===== src/design/decodePkg.sv =====
// Decode stage shared definitions
// Opcode and function encodings, functional-unit classes, access sizes,
// the destination tag format and the instruction field positions

package decodePkg;

	// ======================================================================
	// Instruction layout
	// ======================================================================
	localparam int instrWidth = 40;
	localparam int constWidth = 64;

	// Low bit of each field
	localparam int opcodeLo = 0;
	localparam int rdLo     = 8;
	localparam int rs1Lo    = 13;
	localparam int rs2Lo    = 18;
	localparam int rs3Lo    = 23;
	localparam int amLo     = 28;
	localparam int funcLo   = 30;

	// ======================================================================
	// Encodings
	// ======================================================================
	typedef enum logic [7:0] {
		// Memory class, opcode bit 7 clear
		LDB  = 8'h00, LDW  = 8'h01, LDT  = 8'h02, LDO  = 8'h03,
		POP  = 8'h0C, LEA  = 8'h0E,
		STB  = 8'h20, STW  = 8'h21, STT  = 8'h22, STO  = 8'h23,
		PUSH = 8'h2C,
		// ALU class
		ADDI = 8'h80, ANDI = 8'h81, ORI  = 8'h82, CMPI = 8'h83,
		MULI = 8'h84, DIVI = 8'h85, R2   = 8'hA0,
		// Flow control
		JSR  = 8'hC0, RTS  = 8'hC1, JRL  = 8'hC2,
		BEQ  = 8'hC8, BNE  = 8'hC9, BLT  = 8'hCA, MISC = 8'hD0,
		// Float
		FLT2 = 8'hE1
	} opcodeE;

	typedef enum logic [5:0] {
		ADD  = 6'h00, RTI  = 6'h01, SYNC = 6'h02, WAIT = 6'h03,
		FADD = 6'h04, CMP  = 6'h06, FMUL = 6'h08, FDIV = 6'h09,
		MUL  = 6'h10, DIV  = 6'h11
	} funcE;

	// MISC and FLT2 reuse these R2 encodings
	localparam funcE BRK  = ADD;
	localparam funcE FCMP = CMP;

	typedef enum logic [2:0] {
		unitNone, unitMem, unitAlu, unitFpu, unitFlow
	} unitE;

	typedef enum logic [2:0] {
		byt, wyde, tetra, octa, hexi
	} memSizeE;

	// ======================================================================
	// Destination tags
	// ======================================================================
	// Upper bits select the register file, zero means no destination
	typedef logic [6:0] regTagT;

	localparam logic [1:0] intPfx  = 2'b00;
	localparam logic [1:0] fltPfx  = 2'b01;
	localparam logic [4:0] linkPfx = 5'b11000;
	localparam logic [3:0] condPfx = 4'b1110;

endpackage

===== src/design/decodeUnit.sv =====
// Instruction decode stage
// Fetch words enter a two-entry queue; the queue head is decoded
// combinationally into the control bundle for issue

`timescale 1ns/10ps

module decodeUnit (
	input  logic                             clk,
	input  logic                             rst,
	input  logic                             inValid,
	input  logic [decodePkg::instrWidth-1:0] instr,
	input  logic                             debugOn,
	input  logic                             outReady,
	output logic                             inReady,
	output logic                             outValid,
	output decodePkg::unitE                  unitClass,
	output decodePkg::memSizeE               memSize,
	output logic                             isLoad,
	output logic                             isStore,
	output logic                             isPush,
	output logic                             isPop,
	output logic                             isBranch,
	output logic                             isJmp,
	output logic                             canExcept,
	output logic                             hasConst,
	output logic [decodePkg::constWidth-1:0] constVal,
	output decodePkg::regTagT                rdTag,
	output decodePkg::regTagT                rd2Tag,
	output logic                             regWrite,
	output logic                             btUpdate,
	output logic                             serialize
);

	logic [decodePkg::instrWidth-1:0] headInstr;

	decodeQueue queue (.clk(clk), .rst(rst), .inValid(inValid), .instr(instr),
		.outReady(outReady), .inReady(inReady), .outValid(outValid), .head(headInstr));

	instrDecoder decoder (.instr(headInstr), .debugOn(debugOn),
		.unitClass(unitClass), .memSize(memSize), .isLoad(isLoad), .isStore(isStore),
		.isPush(isPush), .isPop(isPop), .isBranch(isBranch), .isJmp(isJmp),
		.canExcept(canExcept), .hasConst(hasConst), .constVal(constVal),
		.rdTag(rdTag), .rd2Tag(rd2Tag), .regWrite(regWrite),
		.btUpdate(btUpdate), .serialize(serialize));

endmodule


===== src/design/decodeQueue.sv =====
// Decode queue
// Two-entry elastic buffer between fetch and the decoder. Slot 0 is the
// head, new words fill the next free slot and move up when the head
// leaves. inReady depends on the count only.

`timescale 1ns/10ps

module decodeQueue (
	input  logic                             clk,
	input  logic                             rst,
	input  logic                             inValid,
	input  logic [decodePkg::instrWidth-1:0] instr,
	input  logic                             outReady,
	output logic                             inReady,
	output logic                             outValid,
	output logic [decodePkg::instrWidth-1:0] head
);

	logic [1:0]                       count;
	logic [decodePkg::instrWidth-1:0] slot0;
	logic [decodePkg::instrWidth-1:0] slot1;
	logic                             push;
	logic                             pop;

	assign inReady  = (count != 2'd2);
	assign outValid = (count != 2'd0);
	assign head     = slot0;
	assign push     = inValid && inReady;
	assign pop      = outValid && outReady;

	always_ff @(posedge clk)
	begin
		if (rst)
			count <= 2'd0;
		else
			count <= count + {1'b0, push} - {1'b0, pop};
	end

	// Payload slots
	always_ff @(posedge clk)
	begin
		if (pop)
		begin
			// With two entries no push is possible, so slot 1 moves up
			slot0 <= (count == 2'd2) ? slot1 : instr;
		end
		else if (push)
		begin
			if (count == 2'd0)
				slot0 <= instr;
			else
				slot1 <= instr;
		end
	end

endmodule


===== src/design/instrDecoder.sv =====
// Instruction decoder
// Purely combinational. Turns one instruction word into the control
// bundle for issue. Immediate and destination selection live in the
// two submodules.

`timescale 1ns/10ps

module instrDecoder (
	input  logic [decodePkg::instrWidth-1:0] instr,
	input  logic                             debugOn,
	output decodePkg::unitE                  unitClass,
	output decodePkg::memSizeE               memSize,
	output logic                             isLoad,
	output logic                             isStore,
	output logic                             isPush,
	output logic                             isPop,
	output logic                             isBranch,
	output logic                             isJmp,
	output logic                             canExcept,
	output logic                             hasConst,
	output logic [decodePkg::constWidth-1:0] constVal,
	output decodePkg::regTagT                rdTag,
	output decodePkg::regTagT                rd2Tag,
	output logic                             regWrite,
	output logic                             btUpdate,
	output logic                             serialize
);

	logic [7:0]        opBits;
	decodePkg::opcodeE opc;
	decodePkg::funcE   func;
	logic              isMem;
	logic              isMisc;
	logic              opExcept;

	assign opBits = instr[decodePkg::opcodeLo +: 8];
	assign opc    = decodePkg::opcodeE'(opBits);
	assign func   = decodePkg::funcE'(instr[decodePkg::funcLo +: 6]);
	assign isMem  = !opBits[7];
	assign isMisc = (opc == decodePkg::MISC);

	immGen imm (.instr(instr), .constVal(constVal), .hasConst(hasConst));

	regTargetSel targets (.instr(instr), .rdTag(rdTag), .rd2Tag(rd2Tag),
		.regWrite(regWrite));

	// ======================================================================
	// Class and access size
	// ======================================================================
	always_comb
	begin
		if (isMem)
			unitClass = decodePkg::unitMem;
		else if (opBits[7:6] == 2'b10)
			unitClass = decodePkg::unitAlu;
		else if (opBits[7:4] == 4'hE)
			unitClass = decodePkg::unitFpu;
		else if (opBits[7:5] == 3'b110)
			unitClass = decodePkg::unitFlow;
		else
			unitClass = decodePkg::unitNone;
	end

	always_comb
	begin
		case (opc)
			decodePkg::LDB, decodePkg::STB: memSize = decodePkg::byt;
			decodePkg::LDW, decodePkg::STW: memSize = decodePkg::wyde;
			decodePkg::LDT, decodePkg::STT: memSize = decodePkg::tetra;
			decodePkg::LDO, decodePkg::STO: memSize = decodePkg::octa;
			default: memSize = decodePkg::hexi;
		endcase
	end

	assign isLoad   = isMem && !opBits[5] && opc != decodePkg::LEA;
	assign isStore  = isMem && opBits[5];
	assign isPush   = (opc == decodePkg::PUSH);
	assign isPop    = (opc == decodePkg::POP);
	assign isBranch = (opc == decodePkg::BEQ) || (opc == decodePkg::BNE) ||
		(opc == decodePkg::BLT);
	assign isJmp    = (opc == decodePkg::JSR) && instr[decodePkg::rdLo +: 5] == 5'd0;

	// ======================================================================
	// Exceptions and flow side effects
	// ======================================================================
	always_comb
	begin
		case (opc)
			decodePkg::MULI, decodePkg::DIVI: opExcept = 1'b1;
			decodePkg::R2:   opExcept = (func == decodePkg::MUL) || (func == decodePkg::DIV);
			decodePkg::FLT2: opExcept = (func == decodePkg::FADD) ||
				(func == decodePkg::FMUL) || (func == decodePkg::FDIV);
			decodePkg::MISC: opExcept = (func == decodePkg::BRK);
			// Any memory access may fault
			default: opExcept = isMem;
		endcase
	end

	// Debug mode may break on anything
	assign canExcept = debugOn || opExcept;

	// Targets not known at fetch time update the BTB
	assign btUpdate  = (opc == decodePkg::JRL) || (opc == decodePkg::RTS) ||
		(isMisc && (func == decodePkg::BRK || func == decodePkg::RTI));
	assign serialize = isMisc && (func == decodePkg::SYNC || func == decodePkg::BRK ||
		func == decodePkg::RTI);

endmodule


===== src/design/regTargetSel.sv =====
// Destination register selection
// Builds the primary and secondary destination tags from the opcode,
// function and register fields, and flags a register-file write

`timescale 1ns/10ps

module regTargetSel (
	input  logic [decodePkg::instrWidth-1:0] instr,
	output decodePkg::regTagT                rdTag,
	output decodePkg::regTagT                rd2Tag,
	output logic                             regWrite
);

	logic [7:0]        opBits;
	decodePkg::opcodeE opc;
	decodePkg::funcE   func;
	logic [4:0]        rd;
	logic [4:0]        rs1;
	logic [1:0]        am;

	assign opBits = instr[decodePkg::opcodeLo +: 8];
	assign opc    = decodePkg::opcodeE'(opBits);
	assign func   = decodePkg::funcE'(instr[decodePkg::funcLo +: 6]);
	assign rd     = instr[decodePkg::rdLo +: 5];
	assign rs1    = instr[decodePkg::rs1Lo +: 5];
	assign am     = instr[decodePkg::amLo +: 2];

	// Primary destination
	always_comb
	begin
		rdTag = '0;
		if (opc == decodePkg::CMPI)
			rdTag = {decodePkg::condPfx, rd[2:0]};
		else if (opc == decodePkg::R2)
			rdTag = (func == decodePkg::CMP) ? {decodePkg::condPfx, rd[2:0]} :
				{decodePkg::intPfx, rd};
		else if (opBits[7:6] == 2'b10)
			rdTag = {decodePkg::intPfx, rd};
		else if (opc == decodePkg::FLT2)
			rdTag = (func == decodePkg::FCMP) ? {decodePkg::condPfx, rd[2:0]} :
				{decodePkg::fltPfx, rd};
		else if (opc == decodePkg::JSR)
			rdTag = {decodePkg::linkPfx, rd[1:0]};
		else if (opc == decodePkg::RTS)
			rdTag = {decodePkg::intPfx, rd};
		// Loads, POP included
		else if (!opBits[7] && !opBits[5] && opc != decodePkg::LEA)
			rdTag = {decodePkg::intPfx, rd};
	end

	// Base register update for stack ops and auto-modify addressing
	always_comb
	begin
		rd2Tag = '0;
		if (opc == decodePkg::PUSH || opc == decodePkg::POP)
			rd2Tag = {decodePkg::intPfx, rs1};
		else if (!opBits[7] && (am == 2'd1 || am == 2'd2))
			rd2Tag = {decodePkg::intPfx, rs1};
	end

	assign regWrite = (rdTag != '0) || (rd2Tag != '0);

endmodule


===== src/design/immGen.sv =====
// Immediate generator
// Picks the constant field for the instruction form and sign-extends it
// to the full constant width. Zero when the form carries no constant.

`timescale 1ns/10ps

module immGen (
	input  logic [decodePkg::instrWidth-1:0] instr,
	output logic [decodePkg::constWidth-1:0] constVal,
	output logic                             hasConst
);

	logic [7:0]         opBits;
	decodePkg::opcodeE  opc;
	logic               sgn;
	logic [14:0]        memImm;
	logic [21:0]        aluImm;
	logic [26:0]        jrlImm;

	assign opBits = instr[decodePkg::opcodeLo +: 8];
	assign opc    = decodePkg::opcodeE'(opBits);
	assign sgn    = instr[decodePkg::instrWidth-1];

	// Memory form skips the addressing mode bits
	assign memImm = {instr[decodePkg::instrWidth-1:decodePkg::funcLo],
		instr[decodePkg::rs3Lo +: 5]};
	assign aluImm = instr[decodePkg::instrWidth-1:decodePkg::rs2Lo];
	assign jrlImm = instr[decodePkg::instrWidth-1:decodePkg::rs1Lo];

	always_comb
	begin
		hasConst = 1'b0;
		constVal = '0;
		case (opc)
			decodePkg::ADDI, decodePkg::ANDI, decodePkg::ORI,
			decodePkg::CMPI, decodePkg::MULI, decodePkg::DIVI:
			begin
				hasConst = 1'b1;
				constVal = {{(decodePkg::constWidth - $bits(aluImm)){sgn}}, aluImm};
			end
			decodePkg::JRL:
			begin
				hasConst = 1'b1;
				constVal = {{(decodePkg::constWidth - $bits(jrlImm)){sgn}}, jrlImm};
			end
			default:
				// Displacement only with addressing mode 0, stack ops have none
				if (!opBits[7] && opc != decodePkg::PUSH && opc != decodePkg::POP &&
					instr[decodePkg::amLo +: 2] == 2'd0)
				begin
					hasConst = 1'b1;
					constVal = {{(decodePkg::constWidth - $bits(memImm)){sgn}}, memImm};
				end
		endcase
	end

endmodule


===== config.mk =====
export PLATFORM = sky130hd
export DESIGN_NAME = decodeUnit
export DESIGN_NICKNAME = d
export VERILOG_FILES = /design/src/design/decodePkg.sv /design/src/design/decodeUnit.sv /design/src/design/decodeQueue.sv /design/src/design/instrDecoder.sv /design/src/design/regTargetSel.sv /design/src/design/immGen.sv
export SDC_FILE = /design/constraint.sdc
export NUM_CORES = 1
export LEC_CHECK = 0
export BUFFER_PORTS_ARGS = -buffer_cell sky130_fd_sc_hd__clkbuf_2
export CAP_MARGIN = 0
export CELL_PAD_IN_SITES_DETAIL_PLACEMENT = 1
export CELL_PAD_IN_SITES_GLOBAL_PLACEMENT = 2
export CORE_MARGIN = 2
export CORE_UTILIZATION = 36
export DETAILED_ROUTE_END_ITERATION = 7
export PLACE_DENSITY = 0.95
export SLEW_MARGIN = 0
export SYNTH_ARGS = -nofsm -noshare
export SYNTH_HDL_FRONTEND = slang
export SYNTH_HIERARCHICAL = 1
export SYNTH_SLANG_ARGS = --single-unit

===== constraint.sdc =====
create_clock -name clk -period 11.55 [get_ports clk]
set_input_delay 2.8875 -clock clk [delete_from_list [all_inputs] [get_ports clk]]
set_output_delay 2.8875 -clock clk [all_outputs]
set_load 0.02 [all_outputs]

==> metrics.yaml, run 1 <==
hp-class: "reg2reg"
layout_common_cells: "clkbuf_2, edfxtp_1, mux2_2"
timing.fmax_ghz: 0.143
synth_edf_count: 80
power.density_mw_per_mm2: 198
core-area_mm2: 0.0126
rsz0062_at_grt: "false"
post_cts_resized: 0
cts_tree: "built"
synthCells: 354
grt_max_degree: 41
final_layout_size_suffix_gt1_share_pct: 51.3
synth_seq_area_share_pct: 53.1
clk_pin_slew_ps: 60
cap_violations: 0
skew_ps: 5.16
crit_path_cell_trace: "nand4bb_1 > nor2_1 > o31a_1 > clkbuf_2"
die_y_um: 117
post_cts_buffers: 0
fin_cells: 632
die_area_mm2: 0.0137
first_iter_violations: 262
antenna_found_initial: 0
post-route-period-util_pct: 60.7
ctsRootBufferMaster: "clkbuf_16"
r2r_cells: 2
power.leakage_nw: 2.23
wl_um: 11900
layout_commonest_cell: "clkbuf_2"
dp_hpwl_um: 8320
setup-violations-final: 0
cts_buffer_depth: 2
worstMarginPinSlew_ps: 1210
grt_pass1_vias: 3271
max_slew_margin_pct: 19.4
drv_slew: 0
fin_nets: 502
critPathKind: "reg2out"
hold_buffers: 0
ys_dominant_reg_cell: "edfxtp_1"
post-route-util_pct: 43.5
numPortBuffers: 139
routedWlPerCell_um: 18.8
dpl-instance-area_mm2: 0.00514
io_pins: 142
cp-end-kind: "output pin"
numCtsBuffers: 9
r2r_end: "queue/head[35]"
fp-row-count: 41
hold_violations: 0
n_antenna_cell: 0
worstSetupEndpoint: "constVal[38]"
finalInstanceArea_mm2: 0.00546
critPathMaxStageDelay_ps: 1060
htreeDepth: 3
synthArstFlopShare_pct: 0
syn-mean-instance-area_um2: 13.0
worstSkewPairLatency_ps: 330
initial_core_util_pct: 36.6
ys_types: 64
power_w: 0.00108
grt_overflow: 0
setup.worst_path.start_class: "flip-flop"
crit_family: "simple AND/OR/NAND/NOR gates"
required_ps: 8660
ir_drop_uv: 182
fin_tns_setup_ps: 0
syn_area_mm2: 0.00460
gp_congestion: 0.763
ant_nets: 0
die_w_um: 117
cp.arrival_ps: 4130
cp-startpoint: "queue/head[6]"
placed_cells: 616
crit_cells: 4
viasPerCell: 5.17
cp.buffers_inverters: 1
ys_warn_count: 6
regToRegSetupSlack_ps: 9510
status: "finished, final reports clean"
r2r_start: "queue/count[1]"
numClockSinks: 82
area_growth_pct: 18.7
vias: 3269
path_max_fanout: 38
drt_pass1_iterations: 4
drc: 0
fin_crit_ps: 7020
grt_usage_pct: 17.3
cp_slowest_cell: "o31a_1"
ys_ff_latch: 82
grt_pass1_wl_um: 17800
[how the worst min path moves through the flow]
| stage | from | endpoint | cells past startpoint |
|---|---|---|---|
| 2_1_floorplan | queue/slot1[36] | queue/head[36] | 1 |
| 3_5_place_dp | queue/slot1[18] | queue/head[18] | 1 |
| 6_report | queue/slot1[35] | queue/head[35] | 1 |
| 4_1_cts | queue/slot1[26] | queue/head[26] | 1 |
| 5_1_grt | queue/slot1[0] | queue/head[0] | 1 |
| 3_3_place_gp | queue/slot1[16] | queue/head[16] | 1 |
[Yosys cell counts, types with 3 or more instances]
library cell	count	share of area (%)
nor2_1	16	1.3
clkbuf_1	4	0.33
nand3_1	7	0.76
edfxtp_1	80	52
nand3b_1	3	0.49
a221o_1	7	1.5
buf_2	3	0.33
nor4_1	3	0.41
a31oi_1	3	0.41
nor3_1	17	1.8
buf_4	39	6.4
o21ai_0	3	0.33
nand4b_1	3	0.57
a221o_2	19	4.6
nor3b_1	3	0.49
or3_1	4	0.54
clkbuf_8	4	1.2
nor2b_1	3	0.41
inv_1	21	1.7
nand2_1	7	0.57
mux2_4	3	0.98
mux2_2	38	9.3
and2_1	10	1.4
or4_1	3	0.49
[metrics by stage]
step           worst slack, ps  hold WS, ps
2_1_floorplan             5290          525
3_3_place_gp              5130          532
3_5_place_dp              4950          534
4_1_cts                   4570          552
5_1_grt                   4240          565
6_report                  4530          548
[sequential cells by signal, indices dropped and copies added (netlist names)]
register and count:
queue/count 2, queue/slot1 40, queue/head 40
[metal layers]
layer	vias to the layer above	part of all wire (%)	track usage, %
li1	1525	-	-
met1	1636	42	22.1
met2	92	52	30.1
met3	16	4.6	2.94
met4	0	1.7	5.57
met5	-	0	0
[kinds of logic after synthesis]
| kind of cell | after synthesis | synth area share [%] |
|---|---|---|
| mux | 42 | 10.5 |
| flops | 82 | 53.1 |
| fa+ha+maj | 2 | 0.544 |
| other cells | 1 | 0.0815 |
| simple gates | 103 | 14.2 |
| compound gates | 48 | 10.3 |
| xor+xnor | 3 | 0.897 |
| buf+inv | 73 | 10.4 |
[where the power goes]
| group | switching [W] | internal, W |
|---|---|---|
| clock network | 0.000119 | 0.000191 |
| logic | 0.000193 | 0.000120 |
| registers | 0.0000641 | 0.000393 |
| total | 0.000376 | 0.000704 |
[area by class of cell]
class                           count  area, µm²
Fill cell                        1375       7100
Inverter                           21       78.8
Clock buffer                        9        225
Multi-Input combinational cell    200       1690
Sequential cell                    82       2440
Timing Repair Buffer              141        711
Tap cell                          172        215
Clock inverter                      7        100
Note: power is estimated with default switching activity, not from simulation.
==> run 2, diff against run 1 <==
--- a/config.mk
+++ b/config.mk
@@ -5,14 +5,15 @@
 export SDC_FILE = /design/constraint.sdc
 export NUM_CORES = 1
 export LEC_CHECK = 0
+export ABC_AREA = 1
 export BUFFER_PORTS_ARGS = -buffer_cell sky130_fd_sc_hd__clkbuf_2
 export CAP_MARGIN = 0
 export CELL_PAD_IN_SITES_DETAIL_PLACEMENT = 1
 export CELL_PAD_IN_SITES_GLOBAL_PLACEMENT = 2
 export CORE_MARGIN = 2
-export CORE_UTILIZATION = 36
+export CORE_UTILIZATION = 27
 export DETAILED_ROUTE_END_ITERATION = 7
-export PLACE_DENSITY = 0.95
+export PLACE_DENSITY = 0.88
 export SLEW_MARGIN = 0
 export SYNTH_ARGS = -nofsm -noshare
 export SYNTH_HDL_FRONTEND = slang
==> constraint.sdc (replaced) <==
create_clock -name clk -period 6.14 [get_ports clk]
set_input_delay 1.535 -clock clk [delete_from_list [all_inputs] [get_ports clk]]
set_output_delay 1.535 -clock clk [all_outputs]
set_load 0.02 [all_outputs]
==> run 2 against run 1 <==
  * Largest power group is now combinational logic
  * Via count increased by 33%
  * Clock power increased by 82%
  * Cell count up 47%
  * Sequential share of layout area down 3.6 points
  * Global-route usage fell by 2.5 points
  * Sequential cell count unchanged
  * Highest routed layer unchanged
  * Utilization decreased by 11 points
  * Synthesized area is 10% higher
  * Worst setup slack lost 3000 ps
  * Worst hold slack better by 0.54 ps
==> metrics.yaml, run 2 <==
hold-worst-slack_ps: 549
cp.arrival_ps: 3080
critPathMaxStageDelay_ps: 840
min_to: "queue/head[29]"
rsz0062_at_grt: "false"
regToRegSetupSlack_ps: 3890
htreeDepth: 3
synth_top_area_share_pct: 47.3
setup.worst_path.start_class: "flip-flop"
timing.fmax_ghz: 0.217
viasPerCell: 4.65
layout_common_cells: "clkbuf_2, nand3_1, nand2_1"
final_layout_size_suffix_gt1_share_pct: 29.8
die_y_um: 141
vias: 4334
finalInstanceArea_mm2: 0.00595
min-delay-start: "queue/slot1[29]"
hold_buffers: 0
dp_hpwl_um: 11000
cts_tree: "built"
ctsRootBufferMaster: "clkbuf_16"
grt_pass1_vias: 4399
ys_types: 31
path_max_fanout: 38
numClockSinks: 82
dpl-instance-area_mm2: 0.00564
antenna_found_initial: 0
synthCells: 602
synth_largest_area_cell: "edfxtp_1"
ant_nets: 0
n_antenna_cell: 0
ir_drop_uv: 225
cp_slowest_cell: "nand3_1"
yosys-top-cells-count: "nand3_1, nand2_1, edfxtp_1"
ys_ff_latch: 82
hold_violations: 0
post-route-period-util_pct: 75.2
routedWlPerCell_um: 15.8
worstMarginPinSlew_ps: 1100
ys_dominant_reg_cell: "edfxtp_1"
required_ps: 4610
area_growth_pct: 17.1
synthTopCellsByArea: "edfxtp_1, nand3_1, nand2_1"
post_cts_buffers: 0
core-area_mm2: 0.0186
grt_pass1_wl_um: 23300
cts_buffer_depth: 2
syn-mean-instance-area_um2: 8.44
grt_max_degree: 44
synthArstFlopShare_pct: 0
max_slew_margin_pct: 26.3
critPathKind: "reg2out"
drt_pass1_iterations: 4
fin_crit_ps: 4620
setup-violations-final: 0
cp.buffers_inverters: 1
post-route-util_pct: 32.0
crit_path_cell_trace: "nor3_4 > nand3_4 > nand3_1 > clkbuf_2"
drc: 0
fin_nets: 741
r2r_cells: 4
cp-startpoint: "queue/head[7]"
power.leakage_nw: 2.82
layout_commonest_cell: "clkbuf_2"
fp-row-count: 50
post_cts_resized: 0
grt_overflow: 0
ys_warn_count: 6
hold_depth: 2
die_area_mm2: 0.0199
gp_congestion: 0.873
crit_family: "simple AND/OR/NAND/NOR gates"
r2r_start: "queue/count[0]"
drv_slew: 0
power.density_mw_per_mm2: 464
cp-end-kind: "output pin"
io_pins: 142
clk_pin_slew_ps: 60
grt_usage_pct: 14.8
numPortBuffers: 139
wl_um: 14700
numCtsBuffers: 9
r2r_end: "queue/head[37]"
skew_ps: 5.08
hp-class: "reg2reg"
first_iter_violations: 215
status: "finished, final reports clean"
yosysMostFrequentCell: "nand3_1"
die_w_um: 141
initial_core_util_pct: 27.3
cap_violations: 0
synth_edf_count: 80
fin_tns_setup_ps: 0
worstSkewPairLatency_ps: 330
syn_area_mm2: 0.00508
synth_seq_area_share_pct: 48.1
==> run 2: cell count changes in the layout (fill, tap and decap cells not counted), moves of 10 or more <==
| cell | change |
|---|---|
| a221o_2 | -19 |
| nor3_1 | -15 |
| nand2_2 | +13 |
| inv_1 | +33 |
| nand3_1 | +130 |
| nor2_1 | +41 |
| nand2_1 | +129 |
| and2_1 | -10 |
| mux2_2 | -38 |
==> run 2: cells by family (layout without fill, tap and decap cells) <==
logic type / after synthesis / in the layout / synth area share, %
and+or+nand+nor: 375 / 375 / 35.5
adders and majority gates: 2 / 2 / 0.493
buffers and inverters: 125 / 220 / 14.0
DFF: 82 / 82 / 48.1
other: 1 / 2 / 0.0738
AOI/OAI and AO/OA: 17 / 17 / 1.87
==> run 2: final cells by class <==
class	instances	area, µm²
inverters	62	233
clock inverters	5	80.1
clock buffers	10	229
repair buffers	143	726
well taps	234	293
fillers	2250	12600
flip-flops and latches	82	2440
multi-input cells	396	1950
==> run 2: power by group <==
group,internal [W],switching (W),leakage [nW]
Clock,0.000353,0.000210,0.145
Sequential,0.000815,0.000209,0.769
Combinational,0.000326,0.000845,1.90
==> run 2: worst min-delay path, delay by kind of cell (launching register included) <==
kind             cells  cell delay, ps
AND/OR/NAND/NOR      2             130
flip-flops           1             320
==> run 2: how the worst max path moves through the flow <==
stage	end	slack, ps	cells past startpoint
after CTS	constVal[33]	1420	4
after global placement	constVal[51]	1890	4
final	constVal[33]	1520	4
after detailed placement	constVal[33]	1780	4
after floorplan	queue/slot1[0]	1010	3
after global routing	constVal[29]	1190	4
==> run 2: stage by stage <==
step / setup WS [ps] / instances / power, W
after floorplan: 1010 / 603 / 0.00191
after global placement: 1890 / 917 / 0.00220
after detailed placement: 1780 / 917 / 0.00223
after CTS: 1420 / 932 / 0.00280
after global routing: 1190 / 932 / 0.00295
final: 1520 / 932 / 0.00276
==> run 2: per-layer routing <==
metal	routed length, µm	track usage (%)
met4	457	6.11
met3	809	2.31
met2	7100	24.9
met1	6370	19.1
met5	0	0
